### config.mk
export PLATFORM = sky130hd
export DESIGN_NAME = c64_audio_top
export DESIGN_NICKNAME = d
export VERILOG_FILES = /design/src/verilog/audio_pkg.sv /design/src/verilog/sidbus_pkg.sv /design/src/verilog/sid_bus_decode.sv /design/src/verilog/audio_source_sel.sv /design/src/verilog/mix_channel.sv /design/src/verilog/stereo_crossfeed.sv /design/src/verilog/c64_audio_top.sv
export VERILOG_INCLUDE_DIRS = /design/src /design/src/verilog
export SDC_FILE = /design/constraint.sdc
export NUM_CORES = 1
export LEC_CHECK = 0
export BUFFER_PORTS_ARGS = -buffer_cell sky130_fd_sc_hd__buf_2
export CAP_MARGIN = 10
export CORE_ASPECT_RATIO = 0.7
export CORE_MARGIN = 2
export CORE_UTILIZATION = 50
export CTS_BUF_LIST = sky130_fd_sc_hd__clkbuf_4 sky130_fd_sc_hd__clkbuf_8 sky130_fd_sc_hd__clkbuf_16
export DETAILED_ROUTE_END_ITERATION = 10
export GPL_TIMING_DRIVEN = 0
export HOLD_SLACK_MARGIN = 0.12
export PLACE_DENSITY = 0.7
export SLEW_MARGIN = 20
export SYNTH_ARGS = -nofsm -noshare
export SYNTH_HDL_FRONTEND = slang
export SYNTH_SLANG_ARGS = --single-unit
### constraint.sdc
create_clock -name clk_sys -period 9.2 [get_ports clk_sys]
set_clock_uncertainty 0.2 [all_clocks]
set_input_delay 0.92 -clock clk_sys [delete_from_list [all_inputs] [get_ports clk_sys]]
set_output_delay 0.92 -clock clk_sys [all_outputs]
set_load 0.01 [all_outputs]
### src/verilog/c64_audio_consts.svh
// C64 audio block constants
// Tick ring length, sample clamp limits, cassette click level and the
// number of mix channels shared by the audio RTL and its testbench
`ifndef C64_AUDIO_CONSTS_SVH
`define C64_AUDIO_CONSTS_SVH

// One-hot ring length for the 1 MHz tick at 32 MHz
`define CE_1M_LEN 32

// Signed 16-bit clamp limits of the mix channels
`define SAMPLE_MAX 32767
`define SAMPLE_MIN (-32768)

// Amplitude of the cassette click added to both channels
`define CASS_LEVEL 1024

// Left and right
`define NUM_CHANNELS 2

`endif

### src/verilog/audio_pkg.sv
// Audio sample types
// Sample, SID output and mix-sum formats, plus the stereo crossfeed
// modes of the audio output stage
`default_nettype none

package audio_pkg;

	// Final 16-bit signed audio sample, also the OPL2 output format
	typedef logic signed [15:0] sample_t;

	// Raw SID core output
	typedef logic signed [17:0] sid_sample_t;

	// Mix sum with one guard bit above the sample width
	typedef logic signed [16:0] sum_t;

	// Stereo crossfeed, same encoding as the framework AUDIO_MIX field
	typedef enum logic [1:0] {
		MIX_NONE = 2'd0,
		MIX_25   = 2'd1,
		MIX_50   = 2'd2,
		MIX_MONO = 2'd3
	} mix_mode_t;

endpackage

`default_nettype wire

### src/verilog/sidbus_pkg.sv
// SID bus types
// Address placement of the second (right) SID and the SID model
// select used by the I/O decode and the audio source select
`default_nettype none

package sidbus_pkg;

	// Where the right SID answers on the bus
	typedef enum logic [2:0] {
		SID_SAME = 3'd0,
		SID_DE00 = 3'd1,
		SID_D420 = 3'd2,
		SID_D500 = 3'd3,
		SID_DF00 = 3'd4
	} sid_addr_mode_t;

	// Chip model of the right SID
	typedef enum logic {
		SID_6581 = 1'b0,
		SID_8580 = 1'b1
	} sid_model_t;

endpackage

`default_nettype wire

### src/verilog/sid_bus_decode.sv
// Right-SID bus decode
// Generates the 1 MHz SID tick from a rotating one-hot ring, detects
// CPU writes into the IOE and IOF areas, and places the right SID at
// its chosen address for both the write strobe and the read data
`timescale 1ns/10ps
`include "c64_audio_consts.svh"
`default_nettype none

module sid_bus_decode (
	input  wire                         clk_sys,
	input  wire                         reset_n,
	input  wire                         ioe_i,
	input  wire                         iof_i,
	input  wire                         ram_we_n_i,
	input  wire                         sid_we_int_i,
	input  sidbus_pkg::sid_addr_mode_t  sid_addr_mode_i,
	input  sidbus_pkg::sid_model_t      right_sid_model_i,
	input  wire  [7:0]                  sid6581_rdata_i,
	input  wire  [7:0]                  sid8580_rdata_i,
	input  wire  [7:0]                  opl_rdata_i,
	output logic                        ce_1m_o,
	output logic                        sid2_we_o,
	output logic [7:0]                  io_data_o
);

	import sidbus_pkg::*;

	logic [`CE_1M_LEN-1:0] ce_ring;
	logic                  ioe_q;
	logic                  iof_q;
	logic                  ioe_we;
	logic                  iof_we;
	logic                  sid2_oe;

	// Tick ring, one set bit walks up once per clock
	always_ff @(posedge clk_sys) begin
		if (!reset_n) begin
			ce_ring <= `CE_1M_LEN'(1);
		end else begin
			ce_ring <= {ce_ring[`CE_1M_LEN-2:0], ce_ring[`CE_1M_LEN-1]};
		end
	end

	assign ce_1m_o = ce_ring[`CE_1M_LEN-1];

	// Rising edge of an I/O select while the CPU writes
	always_ff @(posedge clk_sys) begin
		if (!reset_n) begin
			ioe_q  <= 1'b0;
			iof_q  <= 1'b0;
			ioe_we <= 1'b0;
			iof_we <= 1'b0;
		end else begin
			ioe_q  <= ioe_i;
			iof_q  <= iof_i;
			ioe_we <= ~ioe_q & ioe_i & ~ram_we_n_i;
			iof_we <= ~iof_q & iof_i & ~ram_we_n_i;
		end
	end

	// SID_SAME, D420 and D500 are already decoded inside the C64
	always_comb begin
		case (sid_addr_mode_i)
			SID_DE00: begin
				sid2_we_o = ioe_we;
				sid2_oe   = ioe_i;
			end
			SID_DF00: begin
				sid2_we_o = iof_we;
				sid2_oe   = iof_i;
			end
			default: begin
				sid2_we_o = sid_we_int_i;
				sid2_oe   = ~ioe_i & ~iof_i;
			end
		endcase
	end

	// OPL2 expander answers whenever the right SID does not
	assign io_data_o = !sid2_oe ? opl_rdata_i :
		(right_sid_model_i == SID_8580) ? sid8580_rdata_i : sid6581_rdata_i;

endmodule

`default_nettype wire

### src/verilog/audio_source_sel.sv
// Audio source select
// Picks the right SID model, scales both SID outputs to the mix width,
// extends the OPL2 sample and forms the cassette click, one register
`timescale 1ns/10ps
`include "c64_audio_consts.svh"
`default_nettype none

module audio_source_sel (
	input  wire                     clk_sys,
	input  wire                     reset_n,
	input  audio_pkg::sample_t      opl_sample_i,
	input  audio_pkg::sid_sample_t  sid_l_sample_i,
	input  audio_pkg::sid_sample_t  sid6581_r_sample_i,
	input  audio_pkg::sid_sample_t  sid8580_r_sample_i,
	input  sidbus_pkg::sid_model_t  right_sid_model_i,
	input  wire                     cass_run_i,
	input  wire                     tape_sound_en_i,
	input  wire                     cass_data_i,
	output audio_pkg::sum_t         sid_term_o [0:1],
	output audio_pkg::sum_t         opl_term_o,
	output audio_pkg::sum_t         cass_term_o
);

	import audio_pkg::*;
	import sidbus_pkg::*;

	sid_sample_t sid_r_sample;
	logic        cass_snd;

	assign sid_r_sample = (right_sid_model_i == SID_8580) ? sid8580_r_sample_i :
		sid6581_r_sample_i;

	// Click only while the motor runs and tape sound is on
	assign cass_snd = cass_run_i & tape_sound_en_i & cass_data_i;

	always_ff @(posedge clk_sys) begin
		if (!reset_n) begin
			sid_term_o[0] <= '0;
			sid_term_o[1] <= '0;
			opl_term_o    <= '0;
			cass_term_o   <= '0;
		end else begin
			// SID output divided by four
			sid_term_o[0] <= sum_t'(sid_l_sample_i >>> 2);
			sid_term_o[1] <= sum_t'(sid_r_sample >>> 2);
			opl_term_o    <= sum_t'(opl_sample_i);
			cass_term_o   <= cass_snd ? sum_t'(`CASS_LEVEL) : '0;
		end
	end

endmodule

`default_nettype wire

### src/verilog/mix_channel.sv
// Mix channel
// Adds the SID, OPL2 and cassette terms of one channel and clamps the
// result to a signed 16-bit sample, two register stages
`timescale 1ns/10ps
`include "c64_audio_consts.svh"
`default_nettype none

module mix_channel (
	input  wire                 clk_sys,
	input  wire                 reset_n,
	input  audio_pkg::sum_t     sid_term_i,
	input  audio_pkg::sum_t     opl_term_i,
	input  audio_pkg::sum_t     cass_term_i,
	output audio_pkg::sample_t  sample_o
);

	import audio_pkg::*;

	sum_t sum_q;

	always_ff @(posedge clk_sys) begin
		if (!reset_n) begin
			sum_q    <= '0;
			sample_o <= '0;
		end else begin
			// 17-bit sum, wraps on extreme inputs like the C64 core
			sum_q <= sid_term_i + opl_term_i + cass_term_i;

			if (sum_q > `SAMPLE_MAX) begin
				sample_o <= sample_t'(`SAMPLE_MAX);
			end else if (sum_q < `SAMPLE_MIN) begin
				sample_o <= sample_t'(`SAMPLE_MIN);
			end else begin
				sample_o <= sample_t'(sum_q);
			end
		end
	end

endmodule

`default_nettype wire

### src/verilog/stereo_crossfeed.sv
// Stereo crossfeed
// Blends some of the opposite channel into each output, from none up
// to full mono, and registers both outputs
`timescale 1ns/10ps
`default_nettype none

module stereo_crossfeed (
	input  wire                   clk_sys,
	input  wire                   reset_n,
	input  audio_pkg::sample_t    left_i,
	input  audio_pkg::sample_t    right_i,
	input  audio_pkg::mix_mode_t  mix_mode_i,
	output audio_pkg::sample_t    audio_l_o,
	output audio_pkg::sample_t    audio_r_o
);

	import audio_pkg::*;

	// =====================================================================
	// Blend of one output from its own and the opposite channel
	// =====================================================================
	// Arithmetic shifts round toward minus infinity; the results stay
	// inside the 16-bit range for every input pair
	function automatic sample_t blend(input sample_t own, input sample_t other,
		input mix_mode_t mode);
		case (mode)
			MIX_25:   blend = own - (own >>> 3) + (other >>> 3);
			MIX_50:   blend = own - (own >>> 2) + (other >>> 2);
			MIX_MONO: blend = (own >>> 1) + (other >>> 1);
			default:  blend = own;
		endcase
	endfunction

	// =====================================================================
	// Output registers
	// =====================================================================
	always_ff @(posedge clk_sys) begin
		if (!reset_n) begin
			audio_l_o <= '0;
			audio_r_o <= '0;
		end else begin
			audio_l_o <= blend(left_i, right_i, mix_mode_i);
			audio_r_o <= blend(right_i, left_i, mix_mode_i);
		end
	end

endmodule

`default_nettype wire

### src/verilog/c64_audio_top.sv
// C64 audio top level
// 1 MHz SID tick, right-SID bus decode, per-channel mix of OPL2, SID
// and cassette sound, and the stereo crossfeed stage
`timescale 1ns/10ps
`include "c64_audio_consts.svh"
`default_nettype none

module c64_audio_top (
	input  wire                         clk_sys,
	input  wire                         reset_n,
	// Audio sources
	input  audio_pkg::sample_t          opl_sample_i,
	input  audio_pkg::sid_sample_t      sid_l_sample_i,
	input  audio_pkg::sid_sample_t      sid6581_r_sample_i,
	input  audio_pkg::sid_sample_t      sid8580_r_sample_i,
	input  sidbus_pkg::sid_model_t      right_sid_model_i,
	input  wire                         cass_run_i,
	input  wire                         tape_sound_en_i,
	input  wire                         cass_data_i,
	input  audio_pkg::mix_mode_t        mix_mode_i,
	// CPU side of the I/O area
	input  wire                         ioe_i,
	input  wire                         iof_i,
	input  wire                         ram_we_n_i,
	input  wire                         sid_we_int_i,
	input  sidbus_pkg::sid_addr_mode_t  sid_addr_mode_i,
	input  wire  [7:0]                  sid6581_rdata_i,
	input  wire  [7:0]                  sid8580_rdata_i,
	input  wire  [7:0]                  opl_rdata_i,
	// Outputs
	output logic                        ce_1m_o,
	output logic                        sid2_we_o,
	output logic [7:0]                  io_data_o,
	output audio_pkg::sample_t          audio_l_o,
	output audio_pkg::sample_t          audio_r_o
);

	import audio_pkg::*;

	sum_t    sid_term [0:`NUM_CHANNELS-1];
	sum_t    opl_term;
	sum_t    cass_term;
	sample_t chan_sample [0:`NUM_CHANNELS-1];

	sid_bus_decode u_decode (
		.clk_sys           (clk_sys),
		.reset_n           (reset_n),
		.ioe_i             (ioe_i),
		.iof_i             (iof_i),
		.ram_we_n_i        (ram_we_n_i),
		.sid_we_int_i      (sid_we_int_i),
		.sid_addr_mode_i   (sid_addr_mode_i),
		.right_sid_model_i (right_sid_model_i),
		.sid6581_rdata_i   (sid6581_rdata_i),
		.sid8580_rdata_i   (sid8580_rdata_i),
		.opl_rdata_i       (opl_rdata_i),
		.ce_1m_o           (ce_1m_o),
		.sid2_we_o         (sid2_we_o),
		.io_data_o         (io_data_o)
	);

	audio_source_sel u_source (
		.clk_sys            (clk_sys),
		.reset_n            (reset_n),
		.opl_sample_i       (opl_sample_i),
		.sid_l_sample_i     (sid_l_sample_i),
		.sid6581_r_sample_i (sid6581_r_sample_i),
		.sid8580_r_sample_i (sid8580_r_sample_i),
		.right_sid_model_i  (right_sid_model_i),
		.cass_run_i         (cass_run_i),
		.tape_sound_en_i    (tape_sound_en_i),
		.cass_data_i        (cass_data_i),
		.sid_term_o         (sid_term),
		.opl_term_o         (opl_term),
		.cass_term_o        (cass_term)
	);

	// Channel 0 is left, channel 1 is right
	for (genvar ch = 0; ch < `NUM_CHANNELS; ch++) begin : g_chan
		mix_channel u_mix (
			.clk_sys     (clk_sys),
			.reset_n     (reset_n),
			.sid_term_i  (sid_term[ch]),
			.opl_term_i  (opl_term),
			.cass_term_i (cass_term),
			.sample_o    (chan_sample[ch])
		);
	end

	stereo_crossfeed u_xfeed (
		.clk_sys    (clk_sys),
		.reset_n    (reset_n),
		.left_i     (chan_sample[0]),
		.right_i    (chan_sample[1]),
		.mix_mode_i (mix_mode_i),
		.audio_l_o  (audio_l_o),
		.audio_r_o  (audio_r_o)
	);

endmodule

`default_nettype wire

[Yosys cells after proc, flatten, opt, wreduce, memory -nomap -nowiden]
Cells that the tools add are included.
Operators by class
  equality and inequality tests: 5
  add/sub/neg operators: 13
  $lt $le $gt $ge: 4
  reduce and logical (&&, ||, !) cells: 2
  multiplexer cells: 12
  bitwise gates (word level): 13
Operators by type and width (number)
  $pmux 16 s3: 2
  $add 16x16->17: 2
  $add 17x17->17: 2
  $gt 17x16->1 const B: 2
  $lt 17x16->1 const B: 2
  $add 16x13->16: 2
  $add 16x14->16: 2
  $mux 16: 2
  $sub 16x13->16: 2
  $sub 16x14->16: 2
  $mux 15: 2
  $mux 18: 1
  $add 15x15->16: 1
  $mux 8: 2
  $mux 11: 1
  $and 1x1->1: 7
  $not 1->1: 6
  $eq 2x2->1 const B: 2
  $pmux 1 s2: 2
  $reduce_or 2->1: 2
  $eq 3x1->1 const B: 1
  $eq 3x3->1 const B: 1
  $eq 2x1->1 const B: 1
Storage, ports and cells
  bits in registers: 199
  word-level logic and storage cells: 66
  output and inout port bits: 42

[Logic depth before layout (Yosys ltp)]
  word-level depth: 4
  gate-level depth with buffers: 14
  mapped depth without buffers: 14

[By module]
A second synthesis with hierarchy kept.
Unflattened totals
  cell total of the unflattened synthesis: 1541
  area total of the unflattened synthesis: 13738.2 um2
Modules (own cells, without submodules)
  stereo_crossfeed: seq. area each 640.6 um2, cells an instance 826, area an instance 6585.1 um2, times used 1
  mix_channel: seq. area each 660.6 um2, cells an instance 236, area an instance 2138.3 um2, times used 2
  audio_source_sel: seq. area each 980.9 um2, cells an instance 141, area an instance 1649.1 um2, times used 1
  sid_bus_decode: seq. area each 720.7 um2, cells an instance 102, area an instance 1227.4 um2, times used 1

[Worst setup path before layout]
OpenSTA, ideal clock, no wires.
  path type: input-to-output
  start point: input sid_addr_mode_i[0]
  end point: output io_data_o[5]
  buffers on the path: 1
  data required time: 8080 ps
  data arrival time: 2240 ps
  setup slack: 5840 ps
  cell stages on the path: 6
  cell sequence: nand2b_1 a21oi_1 o32ai_1 clkbuf_1 nor2_1 a21oi_1
On the way
  word-level cells in the longest chain between the ends: 3
  elaborated cells on any way between the ends: 4
  those cells by class: eq/ne (2); mux (2)
RTL lines
  start: declaration: line c64_audio_top.sv:26  | input sidbus_pkg::sid_addr_mode_t sid_addr_mode_i,
  $eq 3x3->1 or $eq 3x1->1 (tied branches): line sid_bus_decode.sv:63  | case (sid_addr_mode_i)
  $pmux 1 s2 *: line sid_bus_decode.sv:63
  $mux 8 *: line sid_bus_decode.sv:80  | assign io_data_o = !sid2_oe ? opl_rdata_i :
  end: declaration: line c64_audio_top.sv:33  | output logic [7:0] io_data_o,
Mark *: on every way between the ends. The rest lies on a longest branch, timed or not.

[Worst setup path after layout]
  start point: register g_chan[1].u_mix.sample_o[9]
  end point: register u_xfeed.audio_l_o[15]
On the way
  word-level cells in the longest chain between the ends: 2
  elaborated cells on any way between the ends: 4
  those cells by class: add/sub (3); mux (1)
RTL lines
  start: declaration: line mix_channel.sv:14  | output audio_pkg::sample_t sample_o
  start signal: assignment: line mix_channel.sv:30  | sample_o <= sample_t'(`SAMPLE_MAX);
  start signal: assignment: line mix_channel.sv:32  | sample_o <= sample_t'(`SAMPLE_MIN);
  start signal: assignment: line mix_channel.sv:34  | sample_o <= sample_t'(sum_q);
  $add 16x14->16, or another cell as far along: line stereo_crossfeed.sv:28  | MIX_50: blend = own - (own >>> 2) + (other >>> 2);
  $pmux 16 s3 *: line stereo_crossfeed.sv:26  | case (mode)
  end signal: assignment: line stereo_crossfeed.sv:42  | audio_l_o <= blend(left_i, right_i, mix_mode_i);
  end: declaration: line stereo_crossfeed.sv:13  | output audio_pkg::sample_t audio_l_o,
Marked as above.
A chain may end at the register's enable or synchronous reset.

==> impl_metrics.tcl <==
set metrics [dict create \
    status "completed" \
    crit_chain "inv_1 -> fa_1 -> inv_1 -> ha_1 -> a21o_1 -> a2111oi_0 -> o211ai_1 -> a41oi_1 -> o21ai_1 -> xnor2_1 -> nand2_1 -> a31oi_1" \
    yosysMostFrequentCell "dfxtp_1" \
    synth_cell_types 77 \
    cts_hold_buf 0 \
    clk-insertion-delay-late_ns 0.45 \
    relSlewSlack_pct 41.92 \
    yosys.area.top_type_share_pct 28.18 \
    yosysSeqAreaShare_pct 28.18 \
    setup_tns_ns 0 \
    place_hpwl_um 27500 \
    max_cap_viol_count 0 \
    grt_max_degree 20 \
    clkTransAtPathRegs_ns 0.07 \
    crit_top_cell "inv_1" \
    start_util_pct 50.72 \
    syn_avg_cell_area_um2 8.813 \
    ys_warn_count 0 \
    crit_type "reg -> reg" \
    period_minus_slack_ns 4.077 \
    crit_buf_inv 2 \
    numCtsBuffers 17 \
    syn_area_um2 13000 \
    wirelength_um 34360 \
    drtPass1Iterations 7 \
    die_w_um 196.7 \
    fmax_mhz 245.3 \
    worstSetupStartpoint "g_chan[1].u_mix.sample_o[9]$_SDFF_PN0_" \
    cts_resized 0 \
    io_pins 151 \
    setup_violations 0 \
    synth_seq_cells 183 \
    grt_usage_pct 26.10 \
    drive_above_1_share_pct 11.76 \
    place_ws_ns 5.142 \
    die_h_um 138.9 \
    worstHoldPathType "reg -> reg" \
    powerDensity_nw_per_um2 213.4 \
    finalNetCount 1957 \
    cts_sinks 183 \
    rsz0062_at_grt "no" \
    grt.overflow.total 0 \
    io_buffers 143 \
    synth_ff_type "dfxtp_1" \
    synthCells 1475 \
    min_from "u_decode.ioe_q$_SDFF_PN0_" \
    vias 10790 \
    cts_tree "yes" \
    cp.required_ns 9.37 \
    layout_setup_ws_ns 5.123 \
    hold_viol_final 0 \
    async_flop_share_pct 0 \
    rows 49 \
    cts_max_level 4 \
    synthToLayoutAreaGrowth_pct 13.56 \
    via_per_inst 5.445 \
    clock_path_buffers 2 \
    syn_nets 1795 \
    worst_slew_pin_slew_ns 0.8685 \
    cts_setup_buffers 0 \
    grt_antenna_before_repair 0 \
    crit_arrival_ns 4.25 \
    regToRegStartpoint "g_chan[1].u_mix.sample_o[9]$_SDFF_PN0_" \
    drc 0 \
    path_max_fanout 6 \
    n_fill_cell 2319 \
    synth_edf_count 0 \
    ir_drop_mv 0.1195 \
    yosysTopAreaCell "dfxtp_1" \
    crit_family "compound AO/OA/AOI/OAI gates" \
    antenna_left 0 \
    place_congestion 0.9536 \
    die_area_um2 27320 \
    worst_setup_path_end_kind "flip-flop" \
    p_leak_nw 7.155 \
    max_stage_delay_ns 0.59 \
    core_um2 25630 \
    grt_pass1_vias 10330 \
    synth_common_cells "dfxtp_1, inv_1, ha_1, and2_1, nor2_1" \
    start_kind "flip-flop" \
    grt_pass1_wl_um 55460 \
    slew_violations 0 \
    fin_crit_sh_pct 44.31 \
    cts.root.buffer_cell "clkbuf_16" \
    wl_per_cell_um 17.33 \
    slowest_stage "fa_1" \
    drt_iter0_markers 803 \
    yosys-top-cells-area "dfxtp_1, ha_1, fa_1" \
]
area by class of cell:
type / count / area (um^2) / area share (%)
clock buffer: 17 / 425.4 / 2.882
tap: 331 / 414.1 / 2.806
clock inverter: 15 / 205.2 / 1.390
sequential: 183 / 3664 / 24.82
antenna: 1 / 2.502 / 0.01695
buffer: 46 / 172.7 / 1.170
multi-input combinational: 1081 / 8543 / 57.87
inverter: 165 / 619.3 / 4.196
timing repair buffer: 143 / 715.7 / 4.848
stage by stage:
stage          cell area, um^2  hold slack [ns]  std cells  util (%)  power, mW
2_1_floorplan            13000           0.1736       1475         -      2.010
3_3_place_gp             14130           0.1813       1949     55.13      2.327
3_5_place_dp             14130           0.1857       1949     55.13      2.352
4_1_cts                  14760           0.1973       1981     57.59      3.139
5_1_grt                  14760           0.2154       1981     57.59      3.371
6_report                 14760           0.1909       1982     57.60      3.151
worst reg2reg max path, stage by stage (launching register included):
cell and delay [ns]:
dfxtp_1 0.53, inv_1 0.27, fa_1 0.59, inv_1 0.04
ha_1 0.37, a21o_1 0.22, a2111oi_0 0.46, o211ai_1 0.24
a41oi_1 0.49, o21ai_1 0.16, xnor2_1 0.15, nand2_1 0.06
a31oi_1 0.21
registers in the layout (all words and copies together) (netlist names), 16 cells and up:
signal	count
g_chan.u_mix.sample_o	32
g_chan.u_mix.sum_q	34
u_decode.ce_ring	32
u_source.opl_term_o	16
u_source.sid_term_o	32
u_xfeed.audio_l_o	16
u_xfeed.audio_r_o	16
per-layer routing:
layer / part of all wire, % / global-route usage [%] / vias up / wire [um]
met5: 0 / 0 / - / 0
met4: 0.90 / 4.195 / 0 / 308
met3: 7.9 / 5.302 / 29 / 2722
met2: 42 / 39.34 / 386 / 14330
met1: 49 / 39.07 / 5074 / 17000
li1: - / - / 5302 / -
power breakdown:
group / internal, mW / total [mW] / switching, mW / leakage (nW)
sequential: 0.865 / 0.921 / 0.0559 / 1.51
combinational: 0.626 / 1.45 / 0.826 / 5.34
clock: 0.418 / 0.777 / 0.360 / 0.305
total: 1.91 / 3.15 / 1.24 / 7.16
path summary, 6_finish.rpt:
check | to | slack (ns) | cells past startpoint
min reg2reg | u_decode.ioe_we$_SDFF_PN0_ | 0.19 | 1
max reg2reg | u_xfeed.audio_l_o[15]$_SDFF_PN0_ | 5.12 | 12
min | u_decode.ioe_we$_SDFF_PN0_ | 0.19 | 1
max | u_xfeed.audio_l_o[15]$_SDFF_PN0_ | 5.12 | 12
cell usage in the layout, fill, tap and decap left out, types with 5 or more instances in the layout:
master,Yosys,layout
nor3_1,25,25
xor2_1,23,23
ha_1,150,150
clkbuf_1,45,45
nand3_1,15,15
xnor2_1,56,56
nand2_1,69,69
nand2b_1,20,20
a21oi_1,89,89
clkbuf_16,0,17
a31oi_1,14,14
and3_1,10,10
a22oi_1,6,6
mux2i_1,29,29
o211ai_1,9,9
nor2b_1,25,25
o211a_1,5,5
nor2_1,105,105
a211o_1,5,5
o21a_1,9,9
a21o_1,28,28
a211oi_1,7,7
and2_1,132,132
dfxtp_1,183,183
o21bai_1,12,12
inv_1,165,165
buf_2,0,143
fa_1,61,61
or3_1,11,11
o21ai_0,78,78
o21ai_1,8,8
kinds of logic after synthesis:
group                    Yosys count  synth area share (%)
AO/OA/AOI/OAI                    326                 16.59
XOR/XNOR                          79                 5.323
adder cells (fa/ha/maj)          211                 23.83
buffers and inverters            211                 6.093
flip-flops                       183                 28.18
multiplexers                      31                 2.580
AND/OR/NAND/NOR                  434                 17.39
No activity file was read; power rests on OpenSTA's default activity.
